### src/hw/ccu_vq_config.svh
// Build-time sizes of the victim queue
// Included by the package and by every module that sizes a port from these values

`ifndef CCU_VQ_CONFIG_SVH
`define CCU_VQ_CONFIG_SVH

// Number of queue entries
`define CCU_VQ_DEPTH 4
// Line address with the byte offset stripped
`define CCU_VQ_ADDR_WIDTH 26
// Cache line data width
`define CCU_VQ_LINE_WIDTH 64

`endif

### src/hw/ccu_vq_pkg.sv
// Shared types of the victim queue
// Import into any module that needs the entry state or an entry index

`default_nettype none

`include "ccu_vq_config.svh"

package ccu_vq_pkg;

    // Occupancy of a single queue entry
    typedef enum logic [0:0] {
        VQ_ENTRY_INVALID = 1'b0,
        VQ_ENTRY_VALID   = 1'b1
    } vq_entry_state_t;

    // Index into the queue
    typedef logic [$clog2(`CCU_VQ_DEPTH)-1:0] vq_idx_t;

endpackage

`default_nettype wire

### src/hw/ccu_vq_entry.sv
// One victim queue entry with its line address, line data and lookup compare
// Instantiated once per queue slot by the top level

`timescale 1ns/1ps
`default_nettype none

`include "ccu_vq_config.svh"

module ccu_vq_entry
    import ccu_vq_pkg::*;
(
    input  logic                          clk,
    input  logic                          i_rst,

    // Allocation into this slot
    input  logic                          i_alloc_en,
    input  logic [`CCU_VQ_ADDR_WIDTH-1:0] i_alloc_addr,
    input  logic [`CCU_VQ_LINE_WIDTH-1:0] i_alloc_data,

    // Lookup address from the load/store path
    input  logic [`CCU_VQ_ADDR_WIDTH-1:0] i_lookup_addr,

    // Write-back of this slot has finished
    input  logic                          i_done,

    output logic                          o_valid,
    output logic [`CCU_VQ_ADDR_WIDTH-1:0] o_addr,
    output logic [`CCU_VQ_LINE_WIDTH-1:0] o_data,
    output logic                          o_lookup_hit
);

    vq_entry_state_t state_r;
    vq_entry_state_t state_next;
    logic [`CCU_VQ_ADDR_WIDTH-1:0] addr_r;
    logic [`CCU_VQ_LINE_WIDTH-1:0] data_r;

    // Invalid -> valid on allocate, valid -> invalid on done
    always_comb begin
        state_next = state_r;
        case (state_r)
            VQ_ENTRY_INVALID: if (i_alloc_en) state_next = VQ_ENTRY_VALID;
            VQ_ENTRY_VALID:   if (i_done) state_next = VQ_ENTRY_INVALID;
            default:          state_next = VQ_ENTRY_INVALID;
        endcase
    end

    always_ff @(posedge clk) begin
        if (i_rst) begin
            state_r <= VQ_ENTRY_INVALID;
        end else begin
            state_r <= state_next;
        end
    end

    // Payload only moves on allocation
    always_ff @(posedge clk) begin
        if (i_alloc_en) begin
            addr_r <= i_alloc_addr;
            data_r <= i_alloc_data;
        end
    end

    assign o_valid      = (state_r == VQ_ENTRY_VALID);
    assign o_addr       = addr_r;
    assign o_data       = data_r;
    assign o_lookup_hit = o_valid & (addr_r == i_lookup_addr);

endmodule

`default_nettype wire

### src/hw/ccu_vq_alloc.sv
// Free-slot allocator for the victim queue
// Picks the lowest invalid entry for an incoming victim and flags a full queue

`timescale 1ns/1ps
`default_nettype none

`include "ccu_vq_config.svh"

module ccu_vq_alloc
    import ccu_vq_pkg::*;
(
    input  logic                     i_vict_en,
    input  logic [`CCU_VQ_DEPTH-1:0] i_entry_valid,

    output logic [`CCU_VQ_DEPTH-1:0] o_alloc_en,
    output logic                     o_full
);

    vq_idx_t free_idx;

    // Lowest free slot wins, so scan from the top down
    always_comb begin
        free_idx = '0;
        for (int i = `CCU_VQ_DEPTH - 1; i >= 0; i--) begin
            if (!i_entry_valid[i]) begin
                free_idx = vq_idx_t'(i);
            end
        end
    end

    assign o_full = &i_entry_valid;

    // Victims arriving while full are dropped here
    always_comb begin
        o_alloc_en = '0;
        if (i_vict_en && !o_full) begin
            o_alloc_en[free_idx] = 1'b1;
        end
    end

endmodule

`default_nettype wire

### src/hw/ccu_vq_drain.sv
// Drain engine writing victim lines back to memory
// Takes the lowest valid entry, holds the request level until memory acknowledges,
// then frees that entry

`timescale 1ns/1ps
`default_nettype none

`include "ccu_vq_config.svh"

module ccu_vq_drain
    import ccu_vq_pkg::*;
(
    input  logic                          clk,
    input  logic                          i_rst,

    // Entry contents
    input  logic [`CCU_VQ_DEPTH-1:0]      i_entry_valid,
    input  logic [`CCU_VQ_ADDR_WIDTH-1:0] i_entry_addr [`CCU_VQ_DEPTH],
    input  logic [`CCU_VQ_LINE_WIDTH-1:0] i_entry_data [`CCU_VQ_DEPTH],

    // Memory write-back
    input  logic                          i_wb_done,
    output logic                          o_wb_req,
    output logic [`CCU_VQ_ADDR_WIDTH-1:0] o_wb_addr,
    output logic [`CCU_VQ_LINE_WIDTH-1:0] o_wb_data,

    // Frees the drained entry
    output logic [`CCU_VQ_DEPTH-1:0]      o_entry_done
);

    logic    busy_r;
    vq_idx_t idx_r;
    vq_idx_t pick_idx;
    logic    any_valid;

    // Lowest valid index is drained first
    always_comb begin
        pick_idx = '0;
        for (int i = `CCU_VQ_DEPTH - 1; i >= 0; i--) begin
            if (i_entry_valid[i]) begin
                pick_idx = vq_idx_t'(i);
            end
        end
    end

    assign any_valid = |i_entry_valid;

    always_ff @(posedge clk) begin
        if (i_rst) begin
            busy_r <= 1'b0;
            idx_r  <= '0;
        end else if (!busy_r) begin
            if (any_valid) begin
                busy_r <= 1'b1;
                idx_r  <= pick_idx;
            end
        end else if (i_wb_done) begin
            // Back to idle and the next pick follows one cycle later
            busy_r <= 1'b0;
        end
    end

    assign o_wb_req = busy_r;

    // The held entry cannot change while it is valid, so these stay stable
    assign o_wb_addr = i_entry_addr[idx_r];
    assign o_wb_data = i_entry_data[idx_r];

    always_comb begin
        o_entry_done = '0;
        if (busy_r && i_wb_done) begin
            o_entry_done[idx_r] = 1'b1;
        end
    end

endmodule

`default_nettype wire

### src/hw/ccu_vq_lookup.sv
// Lookup result merge for the victim queue
// Folds the per-entry hits into one flag and forwards the hitting line

`timescale 1ns/1ps
`default_nettype none

`include "ccu_vq_config.svh"

module ccu_vq_lookup (
    input  logic [`CCU_VQ_DEPTH-1:0]      i_entry_hit,
    input  logic [`CCU_VQ_LINE_WIDTH-1:0] i_entry_data [`CCU_VQ_DEPTH],

    output logic                          o_lookup_hit,
    output logic [`CCU_VQ_LINE_WIDTH-1:0] o_lookup_data
);

    assign o_lookup_hit = |i_entry_hit;

    // At most one entry hits since addresses are unique in the queue,
    // so an AND-OR mux is enough and gives zero on a miss
    always_comb begin
        o_lookup_data = '0;
        for (int i = 0; i < `CCU_VQ_DEPTH; i++) begin
            o_lookup_data = o_lookup_data
                          | ({`CCU_VQ_LINE_WIDTH{i_entry_hit[i]}} & i_entry_data[i]);
        end
    end

endmodule

`default_nettype wire

### src/hw/ccu_vq_top.sv
// Victim queue of the cache coherence unit
// Accepts evicted dirty lines, serves lookups from them and drains them to memory

`timescale 1ns/1ps
`default_nettype none

`include "ccu_vq_config.svh"

module ccu_vq_top (
    input  logic                          clk,
    input  logic                          i_rst,

    // Victim from the data cache
    input  logic                          i_vict_en,
    input  logic [`CCU_VQ_ADDR_WIDTH-1:0] i_vict_addr,
    input  logic [`CCU_VQ_LINE_WIDTH-1:0] i_vict_data,
    output logic                          o_full,

    // Load/store lookup
    input  logic [`CCU_VQ_ADDR_WIDTH-1:0] i_lookup_addr,
    output logic                          o_lookup_hit,
    output logic [`CCU_VQ_LINE_WIDTH-1:0] o_lookup_data,

    // Memory write-back
    output logic                          o_wb_req,
    output logic [`CCU_VQ_ADDR_WIDTH-1:0] o_wb_addr,
    output logic [`CCU_VQ_LINE_WIDTH-1:0] o_wb_data,
    input  logic                          i_wb_done
);

    logic [`CCU_VQ_DEPTH-1:0]      alloc_en;
    logic [`CCU_VQ_DEPTH-1:0]      entry_done;
    logic [`CCU_VQ_DEPTH-1:0]      entry_valid;
    logic [`CCU_VQ_DEPTH-1:0]      entry_hit;
    logic [`CCU_VQ_ADDR_WIDTH-1:0] entry_addr [`CCU_VQ_DEPTH];
    logic [`CCU_VQ_LINE_WIDTH-1:0] entry_data [`CCU_VQ_DEPTH];

    ccu_vq_alloc u_alloc (
        .i_vict_en     (i_vict_en),
        .i_entry_valid (entry_valid),
        .o_alloc_en    (alloc_en),
        .o_full        (o_full)
    );

    // Every slot sees the victim payload, only the strobed one loads it
    genvar gi;
    generate
        for (gi = 0; gi < `CCU_VQ_DEPTH; gi++) begin : g_entry
            ccu_vq_entry u_entry (
                .clk           (clk),
                .i_rst         (i_rst),
                .i_alloc_en    (alloc_en[gi]),
                .i_alloc_addr  (i_vict_addr),
                .i_alloc_data  (i_vict_data),
                .i_lookup_addr (i_lookup_addr),
                .i_done        (entry_done[gi]),
                .o_valid       (entry_valid[gi]),
                .o_addr        (entry_addr[gi]),
                .o_data        (entry_data[gi]),
                .o_lookup_hit  (entry_hit[gi])
            );
        end
    endgenerate

    ccu_vq_lookup u_lookup (
        .i_entry_hit   (entry_hit),
        .i_entry_data  (entry_data),
        .o_lookup_hit  (o_lookup_hit),
        .o_lookup_data (o_lookup_data)
    );

    ccu_vq_drain u_drain (
        .clk           (clk),
        .i_rst         (i_rst),
        .i_entry_valid (entry_valid),
        .i_entry_addr  (entry_addr),
        .i_entry_data  (entry_data),
        .i_wb_done     (i_wb_done),
        .o_wb_req      (o_wb_req),
        .o_wb_addr     (o_wb_addr),
        .o_wb_data     (o_wb_data),
        .o_entry_done  (entry_done)
    );

endmodule

`default_nettype wire

### config.mk
export PLATFORM = sky130hd
export DESIGN_NAME = ccu_vq_top
export DESIGN_NICKNAME = d
export VERILOG_FILES = /design/src/hw/ccu_vq_pkg.sv /design/src/hw/ccu_vq_entry.sv /design/src/hw/ccu_vq_alloc.sv /design/src/hw/ccu_vq_drain.sv /design/src/hw/ccu_vq_lookup.sv /design/src/hw/ccu_vq_top.sv
export VERILOG_INCLUDE_DIRS = /design/src /design/src/hw
export SDC_FILE = /design/constraint.sdc
export NUM_CORES = 1
export LEC_CHECK = 0
export BUFFER_PORTS_ARGS = -buffer_cell sky130_fd_sc_hd__buf_2
export CORE_ASPECT_RATIO = 0.6
export CORE_MARGIN = 2
export CORE_UTILIZATION = 53
export CTS_BUF_LIST = sky130_fd_sc_hd__clkbuf_8
export DETAILED_ROUTE_END_ITERATION = 16
export HOLD_SLACK_MARGIN = 0.03
export PLACE_DENSITY_LB_ADDON = 0.25
export SLEW_MARGIN = 20
export SYNTH_ARGS = -nofsm -noshare
export SYNTH_HDL_FRONTEND = slang
export SYNTH_SLANG_ARGS = --single-unit
### constraint.sdc
create_clock -name clk -period 8.29 [get_ports clk]
set_input_delay 1.2435 -clock clk [delete_from_list [all_inputs] [get_ports clk]]
set_output_delay 1.2435 -clock clk [all_outputs]
set_load 0.02 [all_outputs]
Word level (Yosys, flattened, before mapping):

Cells that the tools add are included.

* flip-flop bits (word level): 367
* bits of input ports: 120
* output and inout bits: 157
* word-level logic and storage cells: 84

* magnitude comparators: 5
* eq/ne operators: 4
* muxes and demuxes: 35
* bitwise gates (word level): 17
* reductions and logical operators: 9

Operators with widths (number)
* 64-bit bitwise AND: 4
* 64-bit OR: 3
* 64-bit binary-select mux with 2-bit select: 1
* 64-bit two-way mux: 2
* 26-bit equality test: 4
* 26-bit binary-select mux with 2-bit select: 1
* 26-bit two-way mux: 2
* 2-bit two-way mux: 8
* 1-bit two-way mux: 13
* 4-bit two-way mux: 2
* 1-bit one-hot mux with 2 select lines: 4
* 4-bit OR reduction: 2
* 2-bit by 3-bit < comparator with 1-bit output, second input constant: 2
* 1-bit inverter: 5
* 1-bit bitwise AND: 4
* 1-bit demux with 2-bit select: 2
* 2-bit by 1-bit greater-or-equal comparator with 1-bit output, second input constant: 2
* 1-bit logical AND: 4
* 4-bit AND reduction: 1
* 3-bit greater-or-equal comparator, second input constant: 1
* 2-bit inverter with 3-bit output: 1
* 2-bit AND reduction: 1
* 1-bit zero test: 1

Longest topological paths before layout:

* depth in word-level cells: 11
* depth in mapped cells: 8
* depth with buffers taken out: 5

By module:

Synthesis repeated with hierarchy kept, for this count alone.

* cell total of the unflattened synthesis: 878
* area total of the unflattened synthesis: 16143.0 um2

Modules (own cells, without submodules)
* ccu_vq_entry: times used 4, cells each 129, area each 3030.4 um2, seq. area each 2722.6 um2
* ccu_vq_drain: times used 1, cells each 133, area each 2406.1 um2, seq. area each 60.1 um2
* ccu_vq_lookup: times used 1, cells each 221, area each 1560.2 um2, seq. area each 0.0 um2
* ccu_vq_alloc: times used 1, cells each 8, area each 55.1 um2, seq. area each 0.0 um2

Least setup slack after synthesis:

OpenSTA, ideal clock, no wires.

* kind: in2reg
* start: input i_vict_en
* end: register g_entry[3].u_entry.addr_r[0] (enable)
* library setup time: 670 ps
* arrival: 7986 ps
* data required time: 7620 ps
* path slack: -366 ps
* stages: 2
* path buffers: 0
* cells stage by stage: nand3_1 > nor3b_1

* cells in the longest elaborated chain, start to end: 2

RTL lines
* start, declared: line ccu_vq_top.sv:14 `input logic i_vict_en,`
* 1-bit logical AND: line ccu_vq_alloc.sv:36 `if (i_vict_en && !o_full) begin`
* 4-bit two-way mux: line ccu_vq_alloc.sv:36
* via g_entry[3].u_entry.i_alloc_en: line ccu_vq_entry.sv:16 `input logic i_alloc_en,`
* end signal, assigned: line ccu_vq_entry.sv:58 `addr_r <= i_alloc_addr;`
* end, declared: line ccu_vq_entry.sv:34 `` logic [`CCU_VQ_ADDR_WIDTH-1:0] addr_r; ``

The timed path passes the listed nets, and every way through them passes these cells.
A chain may end at the register's enable or synchronous reset.

Worst setup path in the final report:

* start: input i_lookup_addr[9]
* end: output o_lookup_data[55]

* cells in the longest elaborated chain, start to end: 6
* elaborated cells between the ends (all ways): 15
* those cells by class: eq/ne: 4; bitwise: 11

RTL lines
* start, declared: line ccu_vq_top.sv:20 `` input logic [`CCU_VQ_ADDR_WIDTH-1:0] i_lookup_addr, ``
* 26-bit equality test: line ccu_vq_entry.sv:66 `assign o_lookup_hit = o_valid & (addr_r == i_lookup_addr);`
* 1-bit bitwise AND: line ccu_vq_entry.sv:66
* 64-bit bitwise AND: line ccu_vq_lookup.sv:25 `` | ({`CCU_VQ_LINE_WIDTH{i_entry_hit[i]}} & i_entry_data[i]); ``
* 64-bit OR (2 in a row): line ccu_vq_lookup.sv:24 `o_lookup_data = o_lookup_data`
* 64-bit OR (*): line ccu_vq_lookup.sv:24
* end, declared: line ccu_vq_top.sv:22 `` output logic [`CCU_VQ_LINE_WIDTH-1:0] o_lookup_data, ``

Mark *: on every way between the ends. The rest lies on a longest branch, timed or not.

==> flow_summary.toml <==
[sta]
hold_violations = 0
maxSlewViolCount = 0
tightest_slew_ns = 1.019
period_share_pct = 62.28
fin_ws_ns = 3.127
min_period_ns = 5.163
final.setup.tns_ns = 0
slew-limit-headroom_pct = 32.04
clock.fmax_mhz = 193.7
setup_viol = 0
rsz0062_at_grt = "false"
skew_ns = 0.01519

[synth]
synth_edf_count = 360
synth_most_common_cell = "edfxtp_1"
synth_ff_type = "edfxtp_1"
syn-instance-count = 1082
synthTopCellsByArea = "edfxtp_1 (64%), nand4_1 (13%), mux4_2 (12%)"
synth.distinct_cells = 27
synth_nets = 1202
ys_seq_elements = 367
syn_area_um2 = 16980
yosysSeqAreaShare_pct = 64.50
synth_common_cells = "edfxtp_1 (360), nand4_1 (346), xnor2_1 (92), mux4_2 (90), clkbuf_1 (61)"
synth_top_cell_area_share_pct = 63.67
synth_area_per_cell_um2 = 15.69
synth_area_leader_cell = "edfxtp_1"
synth_async_sr_flop_share_pct = 0
yosys_warnings = 0

[grt]
grt_usage_pct = 29.45
grt_max_degree = 66
grt_antenna_before_repair = 5
grt_pass1_vias = 11510
grt_pass1_wl_um = 74010
overflow = 0

[critical_path]
reg2reg_from = "g_entry[0].u_entry.o_valid$_SDFF_PP0_"
crit_start = "i_lookup_addr[9]"
worst_ep_arrival_time_ns = 3.92
cp.required_ns = 7.05
cp-end-kind = "primary output"
r2r_cells = 2
path_class = "input port to primary output"
cp-start-kind = "input port"
path_max_fanout = 65

[floorplanning]
placement_rows = 50
die-area_um2 = 33530
die_h_um = 142.6
fp.dieW_um = 235.1
core_um2 = 31340
start_util_pct = 54.17
pin_count = 277

[route]
post_drt_wl_per_cell_um = 28.16
avgViaCountPerCell = 6.832
dr_total_vias = 12130
drtAntennaViolNets = 0
dr.first_iter.drc_count = 1843
firstDrtPassIters = 7
drc = 0
wirelength_um = 50010

[layout]
syn_to_final_growth_pct = 15.23
final_nets = 1432
drive_gt1_share_pct = 35.13

[flow_run]
maxCapViolations = 0

[clock_network]
clk_pin_slew_worst_paths_ns = 0.07
clock_sinks = 367
cts_buffer_depth = 3
cts_made_buffers = 55
cts_setup_buffers = 0
htree_levels = 2
clock_latency_ns = 0.61
cts_resized = 0
tritoncts = "done"
ctsHoldBuffers = 0
clock-root-buffer = "clkbuf_8"

[placed_design]
port_buffers = 276
place_ws_ns = 3.081
gp_routability_congestion = 0.8402
dpl.hpwl_um = 29470

[power_and_ir_drop]
power_leakage_nw = 6.588
worst_ir_drop_vdd_v = 0.0001282
powerDensity_nw_per_um2 = 201.5

[hold_path]
min_path_cells = 2
hold_start = "u_drain.o_wb_req$_SDFF_PP0_"
hold_path_class = "flop to flop"

[run_status]
status = "completed"
[cell families after synthesis]
kind of cell              Yosys count  synth area share, %
and+or+nand+nor                   386                14.04
DFF                               367                64.50
buffers and inverters             127                3.884
xor gates and xnor gates          104                5.365
muxes                              90                11.94
AOI/OAI and AO/OA                   8               0.2727
[per-layer routing]
layer	track usage [%]	up-vias	wire length (um)
li1	-	5017	-
met1	44.55	6025	19710
met2	43.62	1004	22440
met3	7.539	81	7029
met4	5.929	6	798
met5	0	-	34
[registers in the layout (all words and copies together) (netlist names)]
name,flops
u_drain.o_wb_req,1
u_drain.idx_r,2
g_entry.u_entry.o_addr,104
g_entry.u_entry.o_data,256
g_entry.u_entry.o_valid,4
[worst max-delay path, stage by stage]
cell     delay [ns]
buf_2          0.14
xnor2_1        0.35
nand4_1        0.39
nor4_4         0.35
buf_4          0.70
nand4_1        0.20
nand4_1        0.22
buf_2          0.19
[power breakdown]
| part | switching (mW) | internal (mW) |
|---|---|---|
| clock | 0.691 | 0.680 |
| sequential | 0.0352 | 2.10 |
| combinational | 0.271 | 0.164 |
| total | 0.996 | 2.95 |
[cell type report]
cell class | instances | area (um^2)
Multi-Input combinational cell | 588 | 5484
Clock buffer | 58 | 798.3
Sequential cell | 367 | 10960
Tap cell | 416 | 520.5
Clock inverter | 45 | 219.0
Fill cell | 2337 | 11780
Antenna cell | 2 | 5.005
Inverter | 1 | 3.754
Timing Repair Buffer | 299 | 1574
[path summary, 6_finish.rpt]
check,endpoint,slack [ns]
worst max-delay path,o_lookup_data[55],3.13
worst min register to register,u_drain.idx_r[1]$_SDFFE_PP0P_,0.60
worst max register to register,g_entry[1].u_entry.o_data[18]$_DFFE_PP_,5.76
worst min-delay path,u_drain.idx_r[1]$_SDFFE_PP0P_,0.60
[layout by cell type (no fill, tap or decap), types with 3 or more instances in the layout]
cell type / n
dfxtp_1: 5
clkbuf_8: 58
clkinv_2: 8
buf_4: 22
nor4_4: 4
clkinv_1: 13
nor3_2: 4
nor2_1: 12
edfxtp_1: 360
nor2_4: 5
nor3_1: 3
a21oi_1: 5
xnor2_1: 92
nand4_1: 346
xor2_1: 12
inv_1: 21
mux4_2: 90
nand3_1: 5
buf_2: 276
[through the flow]
| stage | util (%) | power (mW) | cell area (um^2) | hold WS (ns) | instances |
|---|---|---|---|---|---|
| after CTS | 62.31 | 3.963 | 19530 | 0.6043 | 1773 |
| after global placement | 59.07 | 2.601 | 18510 | 0.5801 | 1670 |
| final | 62.42 | 3.942 | 19560 | 0.6040 | 1776 |
| after detailed placement | 59.07 | 2.605 | 18510 | 0.5920 | 1670 |
| after floorplan | - | 2.437 | 16980 | 0.5266 | 1082 |
| after global routing | 62.41 | 4.078 | 19560 | 0.6454 | 1775 |
(Power assumes the default switching activity.)
